$ cat config.mk
export PLATFORM = sky130hd
export DESIGN_NAME = matmul_top
export DESIGN_NICKNAME = d
export VERILOG_FILES = /design/src/verilog/matmul_pkg.sv /design/src/verilog/matmul_ctrl.sv /design/src/verilog/matmul_scheduler.sv /design/src/verilog/matmul_lockstep.sv /design/src/verilog/matmul_engine.sv /design/src/verilog/matmul_top.sv
export VERILOG_INCLUDE_DIRS = /design/src /design/src/verilog
export SDC_FILE = /design/constraint.sdc
export NUM_CORES = 1
export LEC_CHECK = 0
export BUFFER_PORTS_ARGS = -buffer_cell sky130_fd_sc_hd__buf_2
export CAP_MARGIN = 5
export CORE_MARGIN = 1.5
export CORE_UTILIZATION = 28
export DETAILED_ROUTE_END_ITERATION = 10
export PLACE_DENSITY_LB_ADDON = 0.1
export SKIP_LAST_GASP = 1
export SLEW_MARGIN = 5
export SYNTH_ARGS = -nofsm -noshare
export SYNTH_HDL_FRONTEND = slang
export SYNTH_SLANG_ARGS = --single-unit
$ cat constraint.sdc
create_clock -name clk_i -period 14 [get_ports clk_i]
set_clock_uncertainty 0.2 [all_clocks]
set_input_delay 2.8 -clock clk_i [delete_from_list [all_inputs] [get_ports clk_i]]
set_output_delay 2.8 -clock clk_i [all_outputs]
set_load 0.02 [all_outputs]
$ cat src/verilog/matmul_cfg.svh
// Sizes are fixed at compile time; MATMUL_LEN_W must hold MATMUL_K_MAX, and ACC_W must hold 16 full-scale products
`ifndef MATMUL_CFG_SVH
`define MATMUL_CFG_SVH

// Datapath geometry
`define MATMUL_WIDTH   4
`define MATMUL_DATA_W  8
`define MATMUL_ACC_W   20

// Job length, K from 0 to MATMUL_K_MAX
`define MATMUL_LEN_W   5
`define MATMUL_K_MAX   16

// Peripheral port
`define MATMUL_REG_W   32
`define MATMUL_ADDR_W  2

// Word addresses of the register map
`define MATMUL_ADDR_LEN     2'd0
`define MATMUL_ADDR_TRIGGER 2'd1
`define MATMUL_ADDR_STATUS  2'd2

`endif

$ cat src/verilog/matmul_pkg.sv
// Shared types; widths come from matmul_cfg.svh, address 3 of the register map is unused
`include "matmul_cfg.svh"

package matmul_pkg;

  // Register map of the peripheral port
  typedef enum logic [`MATMUL_ADDR_W-1:0] {
    REG_LEN     = `MATMUL_ADDR_LEN,
    REG_TRIGGER = `MATMUL_ADDR_TRIGGER,
    REG_STATUS  = `MATMUL_ADDR_STATUS
  } reg_addr_e;

  typedef enum logic [1:0] {
    IDLE,
    COMPUTE,
    STORE
  } sched_state_e;

  // Stream payloads
  typedef logic [`MATMUL_DATA_W-1:0]                    elem_t;
  typedef logic [`MATMUL_WIDTH-1:0][`MATMUL_DATA_W-1:0] x_vec_t;
  typedef logic [`MATMUL_WIDTH-1:0][`MATMUL_ACC_W-1:0]  z_vec_t;

  // Peripheral request, wen high means write
  typedef struct packed {
    logic                      req;
    logic                      wen;
    logic [`MATMUL_ADDR_W-1:0] add;
    logic [`MATMUL_REG_W-1:0]  data;
  } periph_req_t;

  typedef struct packed {
    logic                     gnt;
    logic                     r_valid;
    logic [`MATMUL_REG_W-1:0] r_data;
  } periph_rsp_t;

  typedef struct packed {
    logic                     start;
    logic [`MATMUL_LEN_W-1:0] len;
  } job_cfg_t;

  // Everything the scheduler drives, compared as one word by the voter
  typedef struct packed {
    sched_state_e state;
    logic         x_ready;
    logic         w_ready;
    logic         acc_clear;
    logic         acc_en;
    logic         z_valid;
    logic         done;
  } sched_out_t;

endpackage

$ cat src/verilog/matmul_ctrl.sv
// Register file: gnt is combinational, reads answer one cycle later, triggers while busy are dropped
`include "matmul_cfg.svh"

module matmul_ctrl (
  input  logic                    clk_i,
  input  logic                    rst_n_i,
  input  matmul_pkg::periph_req_t periph_req_i,
  output matmul_pkg::periph_rsp_t periph_rsp_o,
  output matmul_pkg::job_cfg_t    job_o,
  input  logic                    done_i,
  input  logic                    fault_i,
  output logic                    busy_o,
  output logic                    evt_o
);

  localparam int unsigned REG_W = `MATMUL_REG_W;
  localparam int unsigned LEN_W = `MATMUL_LEN_W;
  localparam int unsigned K_MAX = `MATMUL_K_MAX;

  matmul_pkg::reg_addr_e addr;
  logic                  wr_en;
  logic                  rd_en;
  logic [LEN_W-1:0]      len_wr;
  logic [LEN_W-1:0]      len_q;
  logic                  start_q;
  logic                  busy_q;
  logic                  evt_q;
  logic                  r_valid_q;
  logic [REG_W-1:0]      r_data_d;
  logic [REG_W-1:0]      r_data_q;

  assign addr  = matmul_pkg::reg_addr_e'(periph_req_i.add);
  assign wr_en = periph_req_i.req & periph_req_i.wen;
  assign rd_en = periph_req_i.req & ~periph_req_i.wen;

  // Lengths above K_MAX saturate
  assign len_wr = (periph_req_i.data > REG_W'(K_MAX)) ? LEN_W'(K_MAX)
                                                      : periph_req_i.data[LEN_W-1:0];

  always_comb begin
    case (addr)
      matmul_pkg::REG_LEN:    r_data_d = REG_W'(len_q);
      matmul_pkg::REG_STATUS: r_data_d = REG_W'({fault_i, busy_q});
      default:                r_data_d = '0;
    endcase
  end

  always_ff @(posedge clk_i) begin
    if (!rst_n_i) begin
      len_q     <= '0;
      start_q   <= 1'b0;
      busy_q    <= 1'b0;
      evt_q     <= 1'b0;
      r_valid_q <= 1'b0;
    end else begin
      // A start already in flight counts as busy
      start_q   <= wr_en && (addr == matmul_pkg::REG_TRIGGER) && !busy_q && !start_q;
      evt_q     <= done_i;
      r_valid_q <= rd_en;
      if (wr_en && (addr == matmul_pkg::REG_LEN)) begin
        len_q <= len_wr;
      end
      if (start_q) begin
        busy_q <= 1'b1;
      end else if (done_i) begin
        busy_q <= 1'b0;
      end
    end
  end

  always_ff @(posedge clk_i) begin
    if (rd_en) begin
      r_data_q <= r_data_d;
    end
  end

  assign job_o.start          = start_q;
  assign job_o.len            = len_q;
  assign periph_rsp_o.gnt     = periph_req_i.req;
  assign periph_rsp_o.r_valid = r_valid_q;
  assign periph_rsp_o.r_data  = r_data_q;
  assign busy_o               = busy_q;
  assign evt_o                = evt_q;

  // Every response belongs to a read granted on the previous edge
  a_rvalid_after_read : assert property (@(posedge clk_i) disable iff (!rst_n_i)
    periph_rsp_o.r_valid |-> $past(rd_en && periph_rsp_o.gnt));

endmodule

$ cat src/verilog/matmul_scheduler.sv
// Job FSM: X and W are taken jointly, one beat per edge at most; len is sampled on start
`include "matmul_cfg.svh"

module matmul_scheduler (
  input  logic                   clk_i,
  input  logic                   rst_n_i,
  input  matmul_pkg::job_cfg_t   job_i,
  input  logic                   x_valid_i,
  input  logic                   w_valid_i,
  input  logic                   z_ready_i,
  output matmul_pkg::sched_out_t sched_o
);

  localparam int unsigned LEN_W = `MATMUL_LEN_W;

  matmul_pkg::sched_state_e state_q;
  matmul_pkg::sched_state_e state_d;
  logic [LEN_W-1:0]         cnt_q;
  logic [LEN_W-1:0]         cnt_d;
  logic [LEN_W-1:0]         len_q;
  logic                     launch;
  logic                     beat;

  assign launch = (state_q == matmul_pkg::IDLE) & job_i.start;
  assign beat   = (state_q == matmul_pkg::COMPUTE) & x_valid_i & w_valid_i;
  assign cnt_d  = cnt_q + LEN_W'(1);

  always_comb begin
    state_d = state_q;
    case (state_q)
      matmul_pkg::IDLE: begin
        // Zero-length jobs skip straight to the result
        if (job_i.start) begin
          state_d = (job_i.len == '0) ? matmul_pkg::STORE : matmul_pkg::COMPUTE;
        end
      end
      matmul_pkg::COMPUTE: begin
        if (beat && (cnt_d == len_q)) begin
          state_d = matmul_pkg::STORE;
        end
      end
      matmul_pkg::STORE: begin
        if (z_ready_i) begin
          state_d = matmul_pkg::IDLE;
        end
      end
      default: state_d = matmul_pkg::IDLE;
    endcase
  end

  always_ff @(posedge clk_i) begin
    if (!rst_n_i) begin
      state_q <= matmul_pkg::IDLE;
      cnt_q   <= '0;
    end else begin
      state_q <= state_d;
      if (launch) begin
        cnt_q <= '0;
      end else if (beat) begin
        cnt_q <= cnt_d;
      end
    end
  end

  always_ff @(posedge clk_i) begin
    if (launch) begin
      len_q <= job_i.len;
    end
  end

  always_comb begin
    sched_o.state     = state_q;
    sched_o.x_ready   = beat;
    sched_o.w_ready   = beat;
    sched_o.acc_clear = launch;
    sched_o.acc_en    = beat;
    sched_o.z_valid   = (state_q == matmul_pkg::STORE);
    sched_o.done      = (state_q == matmul_pkg::STORE) & z_ready_i;
  end

  // Result stays offered until the sink takes it
  a_z_hold : assert property (@(posedge clk_i) disable iff (!rst_n_i)
    (sched_o.z_valid && !z_ready_i) |=> sched_o.z_valid);

endmodule

$ cat src/verilog/matmul_lockstep.sv
// Two scheduler copies in lockstep; replica 0 drives the design, a mismatch sets fault until reset
module matmul_lockstep (
  input  logic                   clk_i,
  input  logic                   rst_n_i,
  input  matmul_pkg::job_cfg_t   job_i,
  input  logic                   x_valid_i,
  input  logic                   w_valid_i,
  input  logic                   z_ready_i,
  output matmul_pkg::sched_out_t sched_o,
  output logic                   fault_o
);

  localparam int unsigned NUM_REP = 2;

  matmul_pkg::sched_out_t [NUM_REP-1:0] rep_out;
  logic                                 fault_q;

  for (genvar r = 0; r < NUM_REP; r++) begin : gen_replica
    matmul_scheduler i_scheduler (
      .clk_i     ( clk_i      ),
      .rst_n_i   ( rst_n_i    ),
      .job_i     ( job_i      ),
      .x_valid_i ( x_valid_i  ),
      .w_valid_i ( w_valid_i  ),
      .z_ready_i ( z_ready_i  ),
      .sched_o   ( rep_out[r] )
    );
  end

  // Whole-struct compare, any bit differing counts
  always_ff @(posedge clk_i) begin
    if (!rst_n_i) begin
      fault_q <= 1'b0;
    end else if (rep_out[0] != rep_out[1]) begin
      fault_q <= 1'b1;
    end
  end

  assign sched_o = rep_out[0];
  assign fault_o = fault_q;

  a_fault_sticky : assert property (@(posedge clk_i)
    (fault_o && rst_n_i) |=> fault_o);

endmodule

$ cat src/verilog/matmul_engine.sv
// MAC lanes with unsigned operands; accumulators wrap modulo 2^ACC_W, clear has priority over enable
`include "matmul_cfg.svh"

module matmul_engine (
  input  logic               clk_i,
  input  logic               rst_n_i,
  input  logic               acc_clear_i,
  input  logic               acc_en_i,
  input  matmul_pkg::x_vec_t x_data_i,
  input  matmul_pkg::elem_t  w_data_i,
  output matmul_pkg::z_vec_t z_data_o
);

  localparam int unsigned WIDTH  = `MATMUL_WIDTH;
  localparam int unsigned DATA_W = `MATMUL_DATA_W;
  localparam int unsigned ACC_W  = `MATMUL_ACC_W;
  localparam int unsigned PROD_W = 2 * DATA_W;

  matmul_pkg::z_vec_t acc_q;
  matmul_pkg::z_vec_t acc_d;

  for (genvar i = 0; i < WIDTH; i++) begin : gen_lane
    logic [PROD_W-1:0] prod;

    // W is broadcast to every lane
    assign prod     = x_data_i[i] * w_data_i;
    assign acc_d[i] = acc_q[i] + {{(ACC_W-PROD_W){1'b0}}, prod};
  end

  always_ff @(posedge clk_i) begin
    if (!rst_n_i || acc_clear_i) begin
      acc_q <= '0;
    end else if (acc_en_i) begin
      acc_q <= acc_d;
    end
  end

  assign z_data_o = acc_q;

endmodule

$ cat src/verilog/matmul_top.sv
// Top level: X, W and Z are bare valid/ready streams, senders must hold data while valid is high
module matmul_top (
  input  logic                    clk_i,
  input  logic                    rst_n_i,
  input  matmul_pkg::periph_req_t periph_req_i,
  output matmul_pkg::periph_rsp_t periph_rsp_o,
  input  logic                    x_valid_i,
  input  matmul_pkg::x_vec_t      x_data_i,
  output logic                    x_ready_o,
  input  logic                    w_valid_i,
  input  matmul_pkg::elem_t       w_data_i,
  output logic                    w_ready_o,
  output logic                    z_valid_o,
  output matmul_pkg::z_vec_t      z_data_o,
  input  logic                    z_ready_i,
  output logic                    busy_o,
  output logic                    evt_o,
  output logic                    fault_o
);

  matmul_pkg::job_cfg_t   job;
  matmul_pkg::sched_out_t sched;
  logic                   fault;

  matmul_ctrl i_ctrl (
    .clk_i        ( clk_i        ),
    .rst_n_i      ( rst_n_i      ),
    .periph_req_i ( periph_req_i ),
    .periph_rsp_o ( periph_rsp_o ),
    .job_o        ( job          ),
    .done_i       ( sched.done   ),
    .fault_i      ( fault        ),
    .busy_o       ( busy_o       ),
    .evt_o        ( evt_o        )
  );

  matmul_lockstep i_lockstep (
    .clk_i     ( clk_i     ),
    .rst_n_i   ( rst_n_i   ),
    .job_i     ( job       ),
    .x_valid_i ( x_valid_i ),
    .w_valid_i ( w_valid_i ),
    .z_ready_i ( z_ready_i ),
    .sched_o   ( sched     ),
    .fault_o   ( fault     )
  );

  matmul_engine i_engine (
    .clk_i       ( clk_i           ),
    .rst_n_i     ( rst_n_i         ),
    .acc_clear_i ( sched.acc_clear ),
    .acc_en_i    ( sched.acc_en    ),
    .x_data_i    ( x_data_i        ),
    .w_data_i    ( w_data_i        ),
    .z_data_o    ( z_data_o        )
  );

  // Handshake outputs come from replica 0
  assign x_ready_o = sched.x_ready;
  assign w_ready_o = sched.w_ready;
  assign z_valid_o = sched.z_valid;
  assign fault_o   = fault;

endmodule

==> summary.txt, run 1 <==
Worst setup path
  • RR Startpoint: i_engine.z_data_o[44]
  • R2R Setup Slk: ~9 ns
  • WP depth: 17
  • CP max FO: 32
  • Worst Path Arrival: approximately 7.7 ns
  • Worst path top cell family by delay: adder cells
  • Slowest stage delay, CP: slightly below 0.6 ns
  • CP endpoint: i_engine.z_data_o[59]
  • Crit. End Element: register
  • WS Path Type: in2reg
  • Worst Setup SP: w_data_i[1]
  • Cells along the critical path: buf_2 -> nand2_1 -> fa_1 -> inv_1 -> fa_1 -> ha_1 -> inv_1 -> fa_1 -> inv_1 -> fa_1 -> a211oi_1 -> o21ai_0 -> a21oi_1 -> o21ai_0 -> o2111ai_1 -> xor2_1 -> nor2_1
  • CP dominant cell by count: fa_1
  • Worst Path Required: roughly 14 ns
  • Reg2reg path depth: 16
  • Worst Path Buf+Inv: 4
  • Crit-path slowest cell: buf_2
  • Startpoint type of the worst setup path: input port
  • Reg-to-Reg End: i_engine.z_data_o[59]

STA
  • Fmax: approximately 0.13 GHz
  • Final setup viols: 0
  • Max-slew violations: 0
  • Slew HR: 0.424
  • Least-Margin Pin Slew: 0.864 ns
  • Post-route minimum period: around 7.5 ns
  • Hold Violations, Final: 0
  • Worst Slack Setup Final: 6.51 ns
  • Post-Route Setup TNS: 0 ns
  • Tcrit/Tclk final: 0.535
  • RSZ-0062 raised after global routing: false

Global route
  • Initial antenna violation count: 3
  • Total grt overflow: 0
  • Vias in the first global route: about 13000
  • Global Route Usage Sum: 0.160
  • First-pass GRT wire length: 69500 um
  • Largest net degree at the start of global routing: slightly above 50

Synth
  • Post-synth EDFFs: 15
  • Synth top area share: 0.259
  • Yosys cell types: 68
  • Most frequent cells after synthesis: inv_1, nand2_1, fa_1, ha_1, and2_1
  • Seq cells post-synth: about 120
  • Synth Flop Type: dfxtp_1
  • Most common cell in the netlist: inv_1
  • Top cells by area, synth: fa_1, dfxtp_1, ha_1
  • Netlist Area Pre-Place: approximately 15000 um^2
  • Cells after Synth: around 1800
  • Async set-reset flop share out of synthesis: 0
  • Yosys warns: 0
  • Post-synthesis sequential area ratio: 0.164
  • Mean post-synth cell area: roughly 8.4 um^2
  • Synth area leader: fa_1

Detailed routing
  • TritonRoute pass-1 iters: 4
  • WL/cell: roughly 16 um
  • DRC Markers: 0
  • ANT nets after route: 0
  • Detailed Route Iter0 Violations: 517
  • Via count: 12170
  • Drt via density: about 4.5
  • Final wirelength: between 40000 and 50000 um

Finish
  • Fin nets: between 2000 and 2500
  • Utilization after layout: 0.323
  • Share of layout cells above drive strength 1: 0.112
  • # diodes: 0
  • Area growth from synthesis to layout: 13.3%

Pwr
  • Pwr/cell area: slightly above 100 nW/um^2
  • Total power: roughly 1.8 mW
  • Worst vdd ir: approximately 0.11 mV
  • Leak pwr: 9.02 nW

CTS
  • Clock H-tree levels: 4
  • Hold Buf Count CTS: 0
  • CTS Sinks: roughly 120
  • CTS buffer count: 17
  • CTS Buffer Depth: 2
  • Clk_lat worst skew: around 0.49 ns
  • Root Buffer Master: clkbuf_16
  • Post-CTS Setup Repair Bufs: 0
  • Clk slew on worst S/H paths: roughly 0.070 ns
  • Post_cts resized: 0
  • CTS tree: built

Status
  • Status: finished clean

Die
  • Die Width: between 200 and 250 um
  • Row Count: 85
  • Num ports: approximately 200
  • Die Y: between 200 and 250 um
  • Die area: 56700 um^2
  • Initial core utilization: 0.285
  • Core footprint: between 50000 and 60000 um^2

Min path
  • Hold Path Class: reg2reg

Placement
  • Buffers on Ports: 173
  • Post-DP HPWL: ~33000 um
  • DP Worst Slack: 5.97 ns
  • RD Place Congestion: 0.790

Flow run
  • Max-Cap Viols: 0
cells by family after synthesis:
logic type / Yosys count / share of synthesized area
and+or+nand+nor: 565 / 0.174
buffers and inverters: 478 / 0.124
adders and majority gates: 366 / 0.393
AOI/OAI and AO/OA: 253 / 0.106
DFF: 119 / 0.164
xor gates and xnor gates: 58 / 0.0328
muxes: 9 / 0.00590
other: 1 / 0.000242
placed cells by master, fill, tap and decap left out, types with 9 or more instances in the layout:
cell type  instances
o21a_1            10
and2_1           135
nor4_1             9
nand3_1           20
nand2b_1          10
a21o_1            23
a21oi_1           96
a211oi_1          14
o211ai_1          11
dfxtp_1          104
ha_1             166
or3_1             12
o21bai_1           9
o21ai_0           42
fa_1             200
conb_1            27
nor3_1            13
inv_1            392
nor2b_1           10
edfxtp_1          15
buf_2            173
clkbuf_16         17
xnor2_1           32
xor2_1            26
nor2_1            62
nand2_1          265
and3_1             9
metrics by stage:
step	std cells	instance area [um^2]	hold slack, ns
after floorplan	1875	15600	0.247
after global placement	2662	16900	0.252
after detailed placement	2662	16900	0.264
after CTS	2694	17500	0.275
after global routing	2694	17500	0.291
final	2694	17500	0.271
power by group:
group | switching, mW | total (mW) | leakage [nW] | internal [mW]
clock | 0.217 | 0.505 | 0.311 | 0.288
combinational | 0.576 | 0.969 | 7.71 | 0.393
sequential | 0.00110 | 0.347 | 0.997 | 0.346
total | 0.794 | 1.82 | 9.02 | 1.03
worst min-delay path, cell delays in order (launching register included):
cell and delay (ns):
dfxtp_1 0.32, nand2_1 0.05, a21oi_1 0.05
metal layers:
metal / vias to the layer above / routed length (um) / track usage
met2: 135 / 20000 / 0.258
met3: 40 / 1550 / 0.0359
met5: - / 38 / 0
met1: 5990 / 20500 / 0.214
met4: 6 / 691 / 0.0472
li1: 5999 / - / -
registers in the layout, summed over array words and instances, names as in the netlist:
name	count
i_lockstep.gen_replica.i_scheduler.len_q	10
i_engine.z_data_o	80
i_ctrl.start_q	1
i_ctrl.r_data_q	5
i_lockstep.fault_o	1
i_lockstep.gen_replica.i_scheduler.cnt_q	10
i_ctrl.evt_o	1
i_lockstep.gen_replica.i_scheduler.state_q	4
i_ctrl.busy_o	1
i_ctrl.len_q	5
i_ctrl.r_valid_q	1
worst min path at each step:
stage | startpoint | end | slack [ns] | cells after the start
after floorplan | i_ctrl.len_q[4] | i_lockstep.gen_replica[0].i_scheduler.len_q[4] | 0.25 | 0
after global placement | i_ctrl.busy_o | i_ctrl.start_q | 0.25 | 1
after detailed placement | i_engine.z_data_o[9] | i_engine.z_data_o[9] | 0.26 | 2
after CTS | i_engine.z_data_o[69] | i_engine.z_data_o[69] | 0.28 | 2
after global routing | i_lockstep.gen_replica[0].i_scheduler.cnt_q[1] | i_lockstep.gen_replica[0].i_scheduler.cnt_q[1] | 0.29 | 2
final | i_engine.z_data_o[21] | i_engine.z_data_o[21] | 0.27 | 2
final cells by class:
class                           instances  area (um^2)
Tap cell                              696          871
Sequential cell                       119         2530
Fill cell                            5835        36700
Clock buffer                           17          425
Inverter                              393         1480
Clock inverter                         15          208
Multi-Input combinational cell       1278        11100
Timing Repair Buffer                  176          888
No activity file was read; power rests on OpenSTA's default activity.
==> run 2: changes to the inputs <==
--- a/config.mk
+++ b/config.mk
@@ -6,6 +6,7 @@
 export SDC_FILE = /design/constraint.sdc
 export NUM_CORES = 1
 export LEC_CHECK = 0
+export ABC_AREA = 1
 export BUFFER_PORTS_ARGS = -buffer_cell sky130_fd_sc_hd__buf_2
 export CAP_MARGIN = 5
 export CORE_MARGIN = 1.5
==> constraint.sdc (replaced) <==
create_clock -name clk_i -period 7.42 [get_ports clk_i]
set_clock_uncertainty 0.2 [all_clocks]
set_input_delay 1.484 -clock clk_i [delete_from_list [all_inputs] [get_ports clk_i]]
set_output_delay 1.484 -clock clk_i [all_outputs]
set_load 0.02 [all_outputs]
==> run 2 against run 1 <==
Sequential cell count is the same. Worst hold slack better by 0.012 ns. Largest power group unchanged. Clock-buffer cell count is the same. Cell count increased by 19%. Sequential share of layout area decreased by 0.62 points. Critical path type unchanged. Combinational power up 100%. Clock power grew 78%. Critical endpoint is now i_engine.z_data_o[53]. Largest cell class unchanged. Non-clock buffer count is 3 higher. Sequential power increased by 90%. Critical path depth grew 1. Synthesized area up 5.6%. Die area grew 5.5%.
==> summary.txt, run 2 <==
Pwr
  • Leak pwr: between 10 and 15 nW
  • Flop pwr share: 0.187
  • P_sw: ~1.7 mW
  • Clock power share: 0.254
  • Total power: about 3.5 mW
  • Worst vdd ir: between 0.15 and 0.2 mV
  • Sw frac: 0.475
  • Int Power: around 1.9 mW
  • Pwr/cell area: roughly 190 nW/um^2
  • Part of the power in combinational logic: 0.559

Finish
  • Non-Filler Cell Area, Final: between 15000 and 20000 um^2
  • Max FFs per register: 80
  • Area growth from synthesis to layout: 12.1%
  • Most common cell after layout, fill and taps aside: inv_1
  • Most frequent cells in the layout: inv_1, nand2_1, fa_1
  • Share of layout cells above drive strength 1: 0.0911
  • Filler Cell Count: 6401
  • Fin nets: roughly 2900

Detailed routing
  • DRT met1 WL: ~21000 um
  • Drt via density: approximately 4.3
  • DRC Markers: 0
  • DR WL met2: 22300 um
  • Met3 WL: between 1000 and 1500 um
  • Final wirelength: between 40000 and 50000 um
  • WL/cell: roughly 14 um
  • Top layer in use: met5
  • TritonRoute pass-1 iters: 5
  • Via count: around 14000
  • Detailed Route Iter0 Violations: roughly 400
  • ANT nets after route: 0

Synth
  • Async set-reset flop share out of synthesis: 0
  • Synth Flop Type: dfxtp_1
  • Synth top area share: 0.245
  • Most common cell in the netlist: inv_1
  • Top cells by area, synth: fa_1, inv_1, dfxtp_1
  • Post-synth EDFFs: 15
  • Most frequent cells after synthesis: inv_1, nand2_1, fa_1, ha_1, nor2_1
  • Seq cells post-synth: 119
  • Cells after Synth: approximately 2300
  • Mean post-synth cell area: ~7.1 um^2
  • Netlist Area Pre-Place: between 15000 and 20000 um^2
  • Synth area leader: fa_1
  • Yosys warns: 0
  • Yosys cell types: 39
  • Post-synthesis sequential area ratio: 0.155

Global route
  • Vias in the first global route: ~14000
  • Largest net degree at the start of global routing: 70
  • Global Route Usage Sum: 0.161
  • Initial antenna violation count: 10
  • First-pass GRT wire length: 74000 um
  • Total grt overflow: 0

STA
  • Hold Violations, Final: 0
  • Post-route minimum period: approximately 5.6 ns
  • Least-Margin Pin Slew: slightly above 0.8 ns
  • RSZ-0062 raised after global routing: false
  • Max-slew violations: 0
  • Fmax: ~0.18 GHz
  • Final setup viols: 0
  • Slew HR: 0.450
  • Tcrit/Tclk final: 0.760
  • Post-Route Setup TNS: 0 ns
  • Worst Slack Setup Final: roughly 1.8 ns

Die
  • Num ports: roughly 200
  • Die Y: 245 um
  • Die area: around 60000 um^2
  • Row Count: between 80 and 90
  • Initial core utilization: 0.283
  • Core footprint: a little under 60000 um^2
  • Die Width: 245 um

CTS
  • Clk_lat worst skew: 0.50 ns
  • Post-CTS Setup Repair Bufs: 0
  • CTS buffer count: 17
  • Root Buffer Master: clkbuf_16
  • Post_cts resized: 0
  • Clk slew on worst S/H paths: 0.07 ns
  • CTS tree: built
  • Hold Buf Count CTS: 0
  • CTS Sinks: 119
  • CTS Buffer Depth: 2
  • Clock H-tree levels: 4

Placement
  • Buffers on Ports: roughly 170
  • Post-DP HPWL: about 36000 um
  • Area after DPL: about 18000 um^2
  • RD Place Congestion: 0.825
  • DP Worst Slack: approximately 1.2 ns

Min path
  • Hold Path Class: reg2reg

Flow run
  • Max-Cap Viols: 0

Worst setup path
  • Worst Path Required: around 7.6 ns
  • WS Path Type: in2reg
  • Crit. End Element: register
  • Worst Path Arrival: just under 6 ns
  • CP max FO: 32
  • Startpoint type of the worst setup path: input port

Status
  • Status: finished clean
## run 2: through the flow
stage	util	instances	hold slack, ns
2_1_floorplan	-	2340	0.226
3_3_place_gp	0.307	3171	0.269
3_5_place_dp	0.307	3171	0.279
4_1_cts	0.317	3203	0.290
5_1_grt	0.317	3203	0.326
6_report	0.317	3204	0.283
## run 2: cell type report
class | instances | area, um^2 | area share
Timing Repair Buffer | 179 | 923 | 0.0504
Clock inverter | 15 | 174 | 0.00950
Inverter | 653 | 2450 | 0.134
Multi-Input combinational cell | 1455 | 10800 | 0.592
Tap cell | 765 | 957 | 0.0523
Clock buffer | 17 | 425 | 0.0232
Antenna cell | 1 | 2.50 | 0.000137
Sequential cell | 119 | 2530 | 0.138
## run 2: cells by family (layout without fill, tap and decap cells)
group,Yosys count,after routing,synth area share
adders and majority gates,366,366,0.372
AOI/OAI and AO/OA,249,249,0.0791
DFF,119,119,0.155
xor gates and xnor gates,24,24,0.0129
buffers and inverters,766,864,0.187
other,1,28,0.000230
and+or+nand+nor,789,789,0.193
## run 2: power groups by stage
| stage | Clock, mW | Combinational [mW] | Sequential, mW |
|---|---|---|---|
| after CTS | 0.941 | 2.01 | 0.660 |
| after global routing | 0.963 | 2.32 | 0.660 |
| final | 0.897 | 1.97 | 0.660 |
| after detailed placement | 0 | 1.99 | 0.675 |
| after floorplan | 0 | 1.55 | 0.676 |
| after global placement | 0 | 2.00 | 0.674 |
## run 2: worst paths after layout
path                                               to  cells past startpoint  slack (ns)                   from
worst max-delay path            i_engine.z_data_o[53]                     18        1.78            w_data_i[0]
worst min-delay path            i_engine.z_data_o[40]                      2        0.28  i_engine.z_data_o[40]
worst max register to register  i_engine.z_data_o[53]                     17        3.10  i_engine.z_data_o[46]
worst min register to register  i_engine.z_data_o[40]                      2        0.28  i_engine.z_data_o[40]
## run 2: metal layers
metal / up-vias / track usage
met3: 50 / 0.0283
met2: 158 / 0.279
met4: 14 / 0.0545
met5: - / 0
li1: 6992 / -
met1: 6585 / 0.199
## run 2: worst max-delay path, stage by stage
cell      delay, ns
buf_2          0.60
nand2_1        0.15
fa_1           0.52
inv_1          0.06
fa_1           0.51
inv_1          0.05
fa_1           0.47
fa_1           0.55
inv_1          0.04
ha_1           0.36
a21oi_1        0.15
nand2_1        0.15
a21oi_1        0.27
o21bai_1       0.10
nand2_1        0.06
nand3_1        0.10
nand2_1        0.11
inv_1          0.04
